<file path="config.mk">
export PLATFORM = sky130hd
export DESIGN_NAME = noc_router
export DESIGN_NICKNAME = d
export VERILOG_FILES = /design/src/verilog/noc_pkg.sv /design/src/verilog/xbar_if.sv /design/src/verilog/flit_fifo.sv /design/src/verilog/input_unit.sv /design/src/verilog/noc_router.sv /design/src/verilog/output_arbiter.sv /design/src/verilog/router_config.sv
export SDC_FILE = /design/constraint.sdc
export NUM_CORES = 2
export LEC_CHECK = 0
export ABC_AREA = 1
export BUFFER_PORTS_ARGS = -buffer_cell sky130_fd_sc_hd__buf_2
export CAP_MARGIN = 20
export CORE_MARGIN = 4
export CORE_UTILIZATION = 52
export CTS_CLUSTER_DIAMETER = 200
export DETAILED_ROUTE_END_ITERATION = 6
export PLACE_DENSITY = 0.72
export SETUP_SLACK_MARGIN = 0.1
export SLEW_MARGIN = 10
export SYNTH_ARGS = -nofsm -noshare
export SYNTH_HDL_FRONTEND = slang
export SYNTH_SLANG_ARGS = --single-unit
</file>
<file path="constraint.sdc">
create_clock -name clk -period 7.3 [get_ports clk]
set_input_delay 0.365 -clock clk [delete_from_list [all_inputs] [get_ports clk]]
set_output_delay 0.365 -clock clk [all_outputs]
set_load 0.01 [all_outputs]
</file>
<file path="src/verilog/noc_pkg.sv">
`default_nettype none

package noc_pkg;

  ////////////////////////////////////////////////////////////
  // flits and coordinates
  ////////////////////////////////////////////////////////////

  typedef logic [31:0] flit_t;
  typedef logic [1:0]  flit_kind_t;
  typedef logic [3:0]  coord_t;
  typedef logic [4:0]  port_mask_t;

  // kind sits in bits 31:30, dest x in 7:4, dest y in 3:0 of a header
  localparam flit_kind_t KIND_HEADER = 2'd1;
  localparam flit_kind_t KIND_BODY   = 2'd2;
  localparam flit_kind_t KIND_TAIL   = 2'd3;

  ////////////////////////////////////////////////////////////
  // ports
  ////////////////////////////////////////////////////////////

  localparam int PORT_L    = 0;
  localparam int PORT_N    = 1;
  localparam int PORT_E    = 2;
  localparam int PORT_W    = 3;
  localparam int PORT_S    = 4;
  localparam int NUM_PORTS = 5;

  localparam int FIFO_DEPTH = 4;

  // wishbone word offsets
  localparam logic [1:0] REG_ADDR   = 2'd0;
  localparam logic [1:0] REG_ENABLE = 2'd1;
  localparam logic [1:0] REG_COUNT  = 2'd2;

  typedef enum logic [2:0] {
    ARB_IDLE,
    ARB_L,
    ARB_N,
    ARB_E,
    ARB_W,
    ARB_S
  } arb_state_t;

endpackage

`default_nettype wire

</file>
<file path="src/verilog/xbar_if.sv">
`timescale 1ns/1ps
`default_nettype none

interface xbar_if;

  // one entry per input unit
  noc_pkg::flit_t      head [noc_pkg::NUM_PORTS];
  noc_pkg::port_mask_t valid;
  noc_pkg::port_mask_t req  [noc_pkg::NUM_PORTS];

  // one entry per output arbiter, bit i set when input i moves a flit
  noc_pkg::port_mask_t grant [noc_pkg::NUM_PORTS];

  modport in_side (
    output head,
    output valid,
    output req,
    input  grant
  );

  modport out_side (
    input  head,
    input  valid,
    input  req,
    output grant
  );

endinterface

`default_nettype wire
</file>
<file path="src/verilog/flit_fifo.sv">
`timescale 1ns/1ps
`default_nettype none

module flit_fifo (
  input  logic           clk,
  input  logic           rst,
  input  noc_pkg::flit_t in_flit,
  input  logic           in_rts,
  input  logic           pop,
  output logic           in_cts,
  output noc_pkg::flit_t head,
  output logic           valid
);

  noc_pkg::flit_t mem [noc_pkg::FIFO_DEPTH];

  logic [$clog2(noc_pkg::FIFO_DEPTH)-1:0]   wr_ptr;
  logic [$clog2(noc_pkg::FIFO_DEPTH)-1:0]   rd_ptr;
  logic [$clog2(noc_pkg::FIFO_DEPTH+1)-1:0] count;
  logic [$clog2(noc_pkg::FIFO_DEPTH+1)-1:0] count_next;
  logic wr;
  logic rd;

  assign wr    = in_rts && in_cts;
  assign rd    = pop && valid;
  assign valid = (count != '0);
  assign head  = mem[rd_ptr];

  always_comb begin
    count_next = count;
    if (wr && !rd) begin
      count_next = count + 1'b1;
    end else if (!wr && rd) begin
      count_next = count - 1'b1;
    end
  end

  always_ff @(posedge clk) begin
    if (wr) begin
      mem[wr_ptr] <= in_flit;
    end
  end

  always_ff @(posedge clk) begin
    if (rst) begin
      wr_ptr <= '0;
      rd_ptr <= '0;
      count  <= '0;
      in_cts <= 1'b0;
    end else begin
      count <= count_next;
      if (wr) begin
        wr_ptr <= (int'(wr_ptr) == noc_pkg::FIFO_DEPTH - 1) ? '0 : wr_ptr + 1'b1;
      end
      if (rd) begin
        rd_ptr <= (int'(rd_ptr) == noc_pkg::FIFO_DEPTH - 1) ? '0 : rd_ptr + 1'b1;
      end
      // one-cycle cts pulse, only with room left after this cycle
      in_cts <= in_rts && !in_cts && (int'(count_next) < noc_pkg::FIFO_DEPTH);
    end
  end

  // grants come from the output arbiters
  a_no_pop_empty: assert property (@(posedge clk) disable iff (rst) pop |-> valid)
    else $error("flit_fifo: pop while empty");

  a_no_write_full: assert property (@(posedge clk) disable iff (rst)
    (in_rts && in_cts) |-> (int'(count) < noc_pkg::FIFO_DEPTH))
    else $error("flit_fifo: write while full");

endmodule

`default_nettype wire

</file>
<file path="src/verilog/input_unit.sv">
`timescale 1ns/1ps
`default_nettype none

module input_unit #(
  parameter int PORT = 0
) (
  input  logic            clk,
  input  logic            rst,
  input  noc_pkg::flit_t  rx_flit,
  input  logic            rx_rts,
  input  noc_pkg::coord_t local_x,
  input  noc_pkg::coord_t local_y,
  output logic            rx_cts,
  xbar_if.in_side         xb
);

  noc_pkg::flit_t      fifo_head;
  logic                fifo_valid;
  logic                pop;
  noc_pkg::flit_kind_t kind;
  noc_pkg::coord_t     dest_x;
  noc_pkg::coord_t     dest_y;
  noc_pkg::port_mask_t route;
  noc_pkg::port_mask_t req_q;

  flit_fifo u_fifo (
    .clk     (clk),
    .rst     (rst),
    .in_flit (rx_flit),
    .in_rts  (rx_rts),
    .pop     (pop),
    .in_cts  (rx_cts),
    .head    (fifo_head),
    .valid   (fifo_valid)
  );

  // at most one output serves this input in a cycle
  always_comb begin
    pop = 1'b0;
    for (int o = 0; o < noc_pkg::NUM_PORTS; o++) begin
      pop = pop | xb.grant[o][PORT];
    end
  end

  assign kind   = fifo_head[31:30];
  assign dest_x = fifo_head[7:4];
  assign dest_y = fifo_head[3:0];

  // dimension order, x first
  always_comb begin
    route = '0;
    if (dest_x > local_x) begin
      route[noc_pkg::PORT_E] = 1'b1;
    end else if (dest_x < local_x) begin
      route[noc_pkg::PORT_W] = 1'b1;
    end else if (dest_y > local_y) begin
      route[noc_pkg::PORT_N] = 1'b1;
    end else if (dest_y < local_y) begin
      route[noc_pkg::PORT_S] = 1'b1;
    end else begin
      route[noc_pkg::PORT_L] = 1'b1;
    end
  end

  // request held from header until the tail leaves
  always_ff @(posedge clk) begin
    if (rst) begin
      req_q <= '0;
    end else if (pop && kind == noc_pkg::KIND_TAIL) begin
      req_q <= '0;
    end else if (req_q == '0 && fifo_valid && kind == noc_pkg::KIND_HEADER) begin
      req_q <= route;
    end
  end

  assign xb.head[PORT]  = fifo_head;
  assign xb.valid[PORT] = fifo_valid;
  assign xb.req[PORT]   = req_q;

endmodule

`default_nettype wire

</file>
<file path="src/verilog/noc_router.sv">
`timescale 1ns/1ps
`default_nettype none

module noc_router (
  input  logic                                     clk,
  input  logic                                     rst,

  // links, indexed by port
  input  noc_pkg::flit_t [noc_pkg::NUM_PORTS-1:0]  rx_flit,
  input  noc_pkg::port_mask_t                      rx_rts,
  output noc_pkg::port_mask_t                      rx_cts,
  output noc_pkg::flit_t [noc_pkg::NUM_PORTS-1:0]  tx_flit,
  output noc_pkg::port_mask_t                      tx_rts,
  input  noc_pkg::port_mask_t                      tx_dcts,

  // wishbone config
  input  logic [1:0]                               wb_adr,
  input  logic [31:0]                              wb_dat_w,
  output logic [31:0]                              wb_dat_r,
  input  logic                                     wb_we,
  input  logic                                     wb_stb,
  input  logic                                     wb_cyc,
  output logic                                     wb_ack
);

  noc_pkg::coord_t     local_x;
  noc_pkg::coord_t     local_y;
  noc_pkg::port_mask_t port_enable;
  noc_pkg::port_mask_t packet_done;

  xbar_if xb ();

  ////////////////////////////////////////////////////////////
  // datapath
  ////////////////////////////////////////////////////////////

  for (genvar g = 0; g < noc_pkg::NUM_PORTS; g++) begin : g_port

    input_unit #(
      .PORT (g)
    ) u_in (
      .clk     (clk),
      .rst     (rst),
      .rx_flit (rx_flit[g]),
      .rx_rts  (rx_rts[g]),
      .local_x (local_x),
      .local_y (local_y),
      .rx_cts  (rx_cts[g]),
      .xb      (xb)
    );

    output_arbiter #(
      .PORT (g)
    ) u_out (
      .clk         (clk),
      .rst         (rst),
      .enable      (port_enable[g]),
      .tx_dcts     (tx_dcts[g]),
      .tx_flit     (tx_flit[g]),
      .tx_rts      (tx_rts[g]),
      .packet_done (packet_done[g]),
      .xb          (xb)
    );

  end

  ////////////////////////////////////////////////////////////
  // configuration
  ////////////////////////////////////////////////////////////

  router_config u_cfg (
    .clk         (clk),
    .rst         (rst),
    .wb_adr      (wb_adr),
    .wb_dat_w    (wb_dat_w),
    .wb_we       (wb_we),
    .wb_stb      (wb_stb),
    .wb_cyc      (wb_cyc),
    .packet_done (packet_done),
    .wb_dat_r    (wb_dat_r),
    .wb_ack      (wb_ack),
    .local_x     (local_x),
    .local_y     (local_y),
    .port_enable (port_enable)
  );

endmodule

`default_nettype wire

</file>
<file path="src/verilog/output_arbiter.sv">
`timescale 1ns/1ps
`default_nettype none

module output_arbiter #(
  parameter int PORT = 0
) (
  input  logic           clk,
  input  logic           rst,
  input  logic           enable,
  input  logic           tx_dcts,
  output noc_pkg::flit_t tx_flit,
  output logic           tx_rts,
  output logic           packet_done,
  xbar_if.out_side       xb
);

  noc_pkg::arb_state_t state;
  noc_pkg::arb_state_t state_next;
  noc_pkg::port_mask_t req_in;
  noc_pkg::flit_kind_t kind;
  logic [2:0]          sel;
  logic                xfer;

  function automatic noc_pkg::arb_state_t port_state(input int p);
    case (p)
      noc_pkg::PORT_N: return noc_pkg::ARB_N;
      noc_pkg::PORT_E: return noc_pkg::ARB_E;
      noc_pkg::PORT_W: return noc_pkg::ARB_W;
      noc_pkg::PORT_S: return noc_pkg::ARB_S;
      default:         return noc_pkg::ARB_L;
    endcase
  endfunction

  ////////////////////////////////////////////////////////////
  // request collection and priority
  ////////////////////////////////////////////////////////////

  always_comb begin
    for (int i = 0; i < noc_pkg::NUM_PORTS; i++) begin
      req_in[i] = xb.req[i][PORT];
    end
  end

  // idle scans like ARB_L, starting from local
  always_comb begin
    case (state)
      noc_pkg::ARB_N: sel = 3'(noc_pkg::PORT_N);
      noc_pkg::ARB_E: sel = 3'(noc_pkg::PORT_E);
      noc_pkg::ARB_W: sel = 3'(noc_pkg::PORT_W);
      noc_pkg::ARB_S: sel = 3'(noc_pkg::PORT_S);
      default:        sel = 3'(noc_pkg::PORT_L);
    endcase
  end

  // current input first, then the ones after it, wrapping
  always_comb begin
    int p;
    state_next = noc_pkg::ARB_IDLE;
    for (int k = noc_pkg::NUM_PORTS - 1; k >= 0; k--) begin
      p = int'(sel) + k;
      if (p >= noc_pkg::NUM_PORTS) begin
        p = p - noc_pkg::NUM_PORTS;
      end
      if (req_in[p]) begin
        state_next = port_state(p);
      end
    end
  end

  ////////////////////////////////////////////////////////////
  // state and link handshake
  ////////////////////////////////////////////////////////////

  always_ff @(posedge clk) begin
    if (rst) begin
      state  <= noc_pkg::ARB_IDLE;
      tx_rts <= 1'b0;
    end else begin
      // frozen while waiting on the next router or while disabled
      if (enable && !(tx_rts && !tx_dcts)) begin
        state <= state_next;
      end
      if (tx_rts) begin
        tx_rts <= !tx_dcts;
      end else begin
        tx_rts <= enable && state != noc_pkg::ARB_IDLE && req_in[sel] && xb.valid[sel];
      end
    end
  end

  assign xfer    = tx_rts && tx_dcts;
  assign tx_flit = xb.head[sel];
  assign kind    = tx_flit[31:30];

  assign packet_done     = xfer && kind == noc_pkg::KIND_TAIL;
  assign xb.grant[PORT]  = xfer ? noc_pkg::port_mask_t'(1 << sel) : '0;

  // the flit comes from another unit's FIFO head
  a_tx_stable: assert property (@(posedge clk) disable iff (rst)
    (tx_rts && !tx_dcts) |=> (tx_rts && $stable(tx_flit)))
    else $error("output_arbiter: tx flit changed under back-pressure");

endmodule

`default_nettype wire

</file>
<file path="src/verilog/router_config.sv">
`timescale 1ns/1ps
`default_nettype none

module router_config (
  input  logic                clk,
  input  logic                rst,
  input  logic [1:0]          wb_adr,
  input  logic [31:0]         wb_dat_w,
  input  logic                wb_we,
  input  logic                wb_stb,
  input  logic                wb_cyc,
  input  noc_pkg::port_mask_t packet_done,
  output logic [31:0]         wb_dat_r,
  output logic                wb_ack,
  output noc_pkg::coord_t     local_x,
  output noc_pkg::coord_t     local_y,
  output noc_pkg::port_mask_t port_enable
);

  logic        access;
  logic        wr;
  logic [31:0] count;

  // new access only on the cycle after ack has dropped
  assign access = wb_cyc && wb_stb && !wb_ack;
  assign wr     = access && wb_we;

  always_ff @(posedge clk) begin
    if (rst) begin
      wb_ack      <= 1'b0;
      local_x     <= '0;
      local_y     <= '0;
      port_enable <= '1;
      count       <= '0;
    end else begin
      wb_ack <= access;
      if (wr && wb_adr == noc_pkg::REG_ADDR) begin
        local_x <= wb_dat_w[7:4];
        local_y <= wb_dat_w[3:0];
      end
      if (wr && wb_adr == noc_pkg::REG_ENABLE) begin
        port_enable <= wb_dat_w[4:0];
      end
      // several outputs can finish a packet in the same cycle
      if (wr && wb_adr == noc_pkg::REG_COUNT) begin
        count <= '0;
      end else begin
        count <= count + 32'($countones(packet_done));
      end
    end
  end

  always_ff @(posedge clk) begin
    if (access) begin
      case (wb_adr)
        noc_pkg::REG_ADDR:   wb_dat_r <= {24'd0, local_x, local_y};
        noc_pkg::REG_ENABLE: wb_dat_r <= {27'd0, port_enable};
        noc_pkg::REG_COUNT:  wb_dat_r <= count;
        default:             wb_dat_r <= '0;
      endcase
    end
  end

  a_ack_single: assert property (@(posedge clk) disable iff (rst) wb_ack |=> !wb_ack)
    else $error("router_config: wb_ack held two cycles");

endmodule

`default_nettype wire

</file>
==> flow_metrics.env <==
export IMPL_path_delay_family="compound AO/OA/AOI/OAI gates"
export IMPL_status="finished, violations left"
export IMPL_ys_ff_latch=813
export IMPL_rsz0062_at_grt="false"
export IMPL_whs_ns=0.02850
export IMPL_min_from="tx_dcts[2]"
export IMPL_fmax_mhz=170.7
export IMPL_dr_pass1_iters=7
export IMPL_vias=40280
export IMPL_area_delta_synth_final_pct=16.59
export IMPL_fin_crit_ns=5.858
export IMPL_rows=107
export IMPL_fin_setup_tns_ns=0
export IMPL_reg2reg_depth=24
export IMPL_grt_overflow_total=0
export IMPL_synth_ff_type="edfxtp_1"
export IMPL_io_pins=412
export IMPL_synth_cell_type_count=68
export IMPL_dp_hpwl_mm=106.4
export IMPL_clk_pin_slew_ns=0.06
export IMPL_cts_tree="built"
export IMPL_die_y_um=302.3
export IMPL_power_density_nw_per_um2=350.8
export IMPL_finalHoldViolations=0
export IMPL_ctsResizeCount=0
export IMPL_fin_nets=5966
export IMPL_clock_latency_ns=0.65
export IMPL_drt_iter0_drc=4833
export IMPL_die_w_um=302.3
export IMPL_root_buffer="clkbuf_16"
export IMPL_path_class="flip-flop to flip-flop"
export IMPL_netlist_instances=5117
export IMPL_seq_area_frac_synth_pct=51.07
export IMPL_setup_violations=0
export IMPL_cp_max_fo=64
export IMPL_synth_edf_count=672
export IMPL_violations="DRC"
export IMPL_grt_max_degree=106
export IMPL_antenna_found_initial=20
export IMPL_period_share_pct=80.25
export IMPL_start_kind="flip-flop"
export IMPL_ant_nets=0
export IMPL_layout_common_cells="nand2_1, a21oi_1, edfxtp_1, o21ai_0, nor2_1"
export IMPL_synth_area_leaders="edfxtp_1, a21oi_1, nand2_1, dfxtp_1, o21ai_0"
export IMPL_drive_gt1_share_pct=12.82
export IMPL_cp_end_kind="flip-flop"
export IMPL_synth_area_um2=45040
export IMPL_slew_headroom_pct=26.47
export IMPL_gp_congestion=1.040
export IMPL_max_slew_worst_pin_slew_ns=1.103
export IMPL_syn_area_per_cell_um2=8.802
export IMPL_placed_cell_area_um2=47930
export IMPL_grt_usage_pct=31.60
export IMPL_core_area_um2=85550
export IMPL_viasPerCell=5.939
export IMPL_drc=2
export IMPL_path_cells="buf_4 -> nand2_1 -> a32oi_1 -> inv_1 -> a21oi_1 -> o21ai_0 -> a31oi_1 -> nand2_1 -> nor2_1 -> ha_1 -> fa_1 -> ha_1 -> fa_1 -> nand2_1 -> a21boi_0 -> nand3_1 -> nor2_1 -> nand2_1 -> nor2_1 -> nand2_1 -> nor4_1 -> nand3_1 -> o21ai_0 -> a21oi_1"
export IMPL_wirelength_met1_mm=57.26
export IMPL_crit_slowest_cell="a32oi_1"
export IMPL_first_global_vias=36510
export IMPL_routedWlPerCell_um=21.98
export IMPL_cp_arrival_ns=6.38
export IMPL_syn_num_nets=5529
export IMPL_numClockSinks=813
export IMPL_crit_path_max_incr_delay_ns=0.75
export IMPL_io_buffers=387
export IMPL_critPathBufInv=2
export IMPL_wl_mm=149.0
export IMPL_p_leak_nw=20.85
export IMPL_start_util_pct=52.65
export IMPL_r2r_end="u_cfg.count[20]$_SDFF_PP0_"
export IMPL_min_to="g_port[2].u_out.tx_rts$_SDFF_PP0_"
export IMPL_cap_violations=0
export IMPL_vdd_drop_max_mv=0.2802
export IMPL_route_met3_wl_mm=14.87
export IMPL_yosys_warnings=0
export IMPL_die_area_um2=91390
export IMPL_ctsLongestPathBuffers=3
export IMPL_worst_hold_path_num_cells=4
export IMPL_synth_async_reset_ratio_pct=0
export IMPL_grt_first_pass_wirelength_mm=220.0
export IMPL_final_area_um2=52510
export IMPL_holdCritPathClass="input port to flip-flop"
export IMPL_critPathMostFrequentCell="nand2_1"
export IMPL_ff2ff_setup_slack_ns=1.44
export IMPL_required_ns=7.82
export IMPL_htreeDepth=3
export IMPL_slew_viol_final=0
export IMPL_met2_length_mm=68.30
export IMPL_top_layer="met5"
export IMPL_yosysTopAreaCell="edfxtp_1"
export IMPL_synth_top_cell_area_share_pct=44.80
export IMPL_fin_skew_ns=0.02202
export IMPL_numCtsBuffers=85
export IMPL_final_common_cell="nand2_1"
[per-stage QoR]
step	utilization, %	instances	power [mW]	worst slack (ns)
floorplan	-	5117	11.12	2.760
global route	61.35	6772	19.51	0.9210
CTS	61.22	6764	18.17	1.522
global placement	55.96	6433	13.76	1.637
detailed placement	56.03	6435	13.87	1.512
finish	61.38	6782	18.42	1.442
[registers in the layout (all words and copies together) (netlist names), 5 cells and up, named ones only]
signal / count
g_port.u_in.req_q: 25
g_port.u_in.u_fifo.count: 15
g_port.u_in.u_fifo.in_cts: 5
g_port.u_in.u_fifo.mem: 640
g_port.u_in.u_fifo.rd_ptr: 10
g_port.u_in.u_fifo.wr_ptr: 10
g_port.u_out.state: 15
g_port.u_out.tx_rts: 5
u_cfg.count: 32
u_cfg.port_enable: 5
u_cfg.wb_dat_r: 32
[layer usage]
metal  track usage [%]  vias to the layer above
met5                 0                        -
met1             41.17                    18780
met2             50.65                     2074
met3             6.259                      425
li1                  -                    18990
met4             15.77                       16
[how the worst max path moves through the flow]
stage	startpoint	to	cells past startpoint	slack [ns]
detailed placement	flip-flop	u_cfg.count[20]$_SDFF_PP0_	24	1.51
global placement	flip-flop	u_cfg.count[20]$_SDFF_PP0_	24	1.64
floorplan	g_port[0].u_out.state[2]$_SDFFE_PP0P_	u_cfg.count[20]$_SDFF_PP0_	25	2.76
finish	flip-flop	u_cfg.count[20]$_SDFF_PP0_	24	1.44
CTS	flip-flop	u_cfg.count[20]$_SDFF_PP0_	24	1.52
global route	flip-flop	u_cfg.count[20]$_SDFF_PP0_	25	0.92
[final cells by class]
cell class	instances	area [um^2]
clock inverters	58	516.7
diodes	13	32.53
repair buffers	618	4209
flip-flops and latches	813	23010
inverters	427	1605
fillers	7139	33040
clock buffers	100	2213
well taps	1144	1431
multi-input cells	3609	19500
[where the power goes]
part	internal [mW]	leakage, nW	switching, mW
Clock	2.40	1.33	1.82
Combinational	2.80	12.3	6.20
Sequential	5.12	7.22	0.0814
[cell families (layout without fill, tap and decap cells)]
| kind of cell | Yosys count | count (layout) | synth area share (%) |
|---|---|---|---|
| simple gates | 1761 | 1761 | 16.17 |
| compound gates | 1622 | 1622 | 20.46 |
| flops | 813 | 813 | 51.07 |
| buf+inv | 695 | 1203 | 5.986 |
| fa+ha+maj | 203 | 203 | 5.772 |
| xor+xnor | 23 | 23 | 0.5472 |
| other cells | 0 | 13 | 0 |
[cells in the mapped netlist (6+ instances only)]
cell type and n:
nand2_1 895, a21oi_1 682, edfxtp_1 672, o21ai_0 547, nor2_1 523, inv_1 380
clkbuf_1 197, ha_1 195, nand3_1 178, dfxtp_1 141, o22ai_1 75, a32o_1 72
a31oi_1 63, buf_1 46, nor3_1 44, inv_2 41, nand4_1 37, a32oi_1 26
o21ai_1 23, a221oi_1 20, nand2_2 20, o211ai_1 20, nor4_1 18, buf_4 14
o31ai_1 12, xor2_1 12, o21bai_1 11, nor2_2 10, o21a_1 10, a211oi_1 9
buf_2 8, fa_1 8, o311ai_0 7, nand3_2 6, o211a_1 6, o21ai_2 6
o221ai_1 6
[worst reg2reg max path: cells and delay by family, from the launching register on]
kind	cells	cell delay [ns]
AOI/OAI and AO/OA	7	1.88
and+or+nand+nor	11	1.65
adders and majority gates	4	1.16
buffers and inverters	2	0.71
DFF	1	0.33
[what timing repair did]
item,in CTS,in global routing
hold endpoints to repair,649,0
setup buffers,0,0
hold buffers,171,0
(Power assumes the default switching activity.)
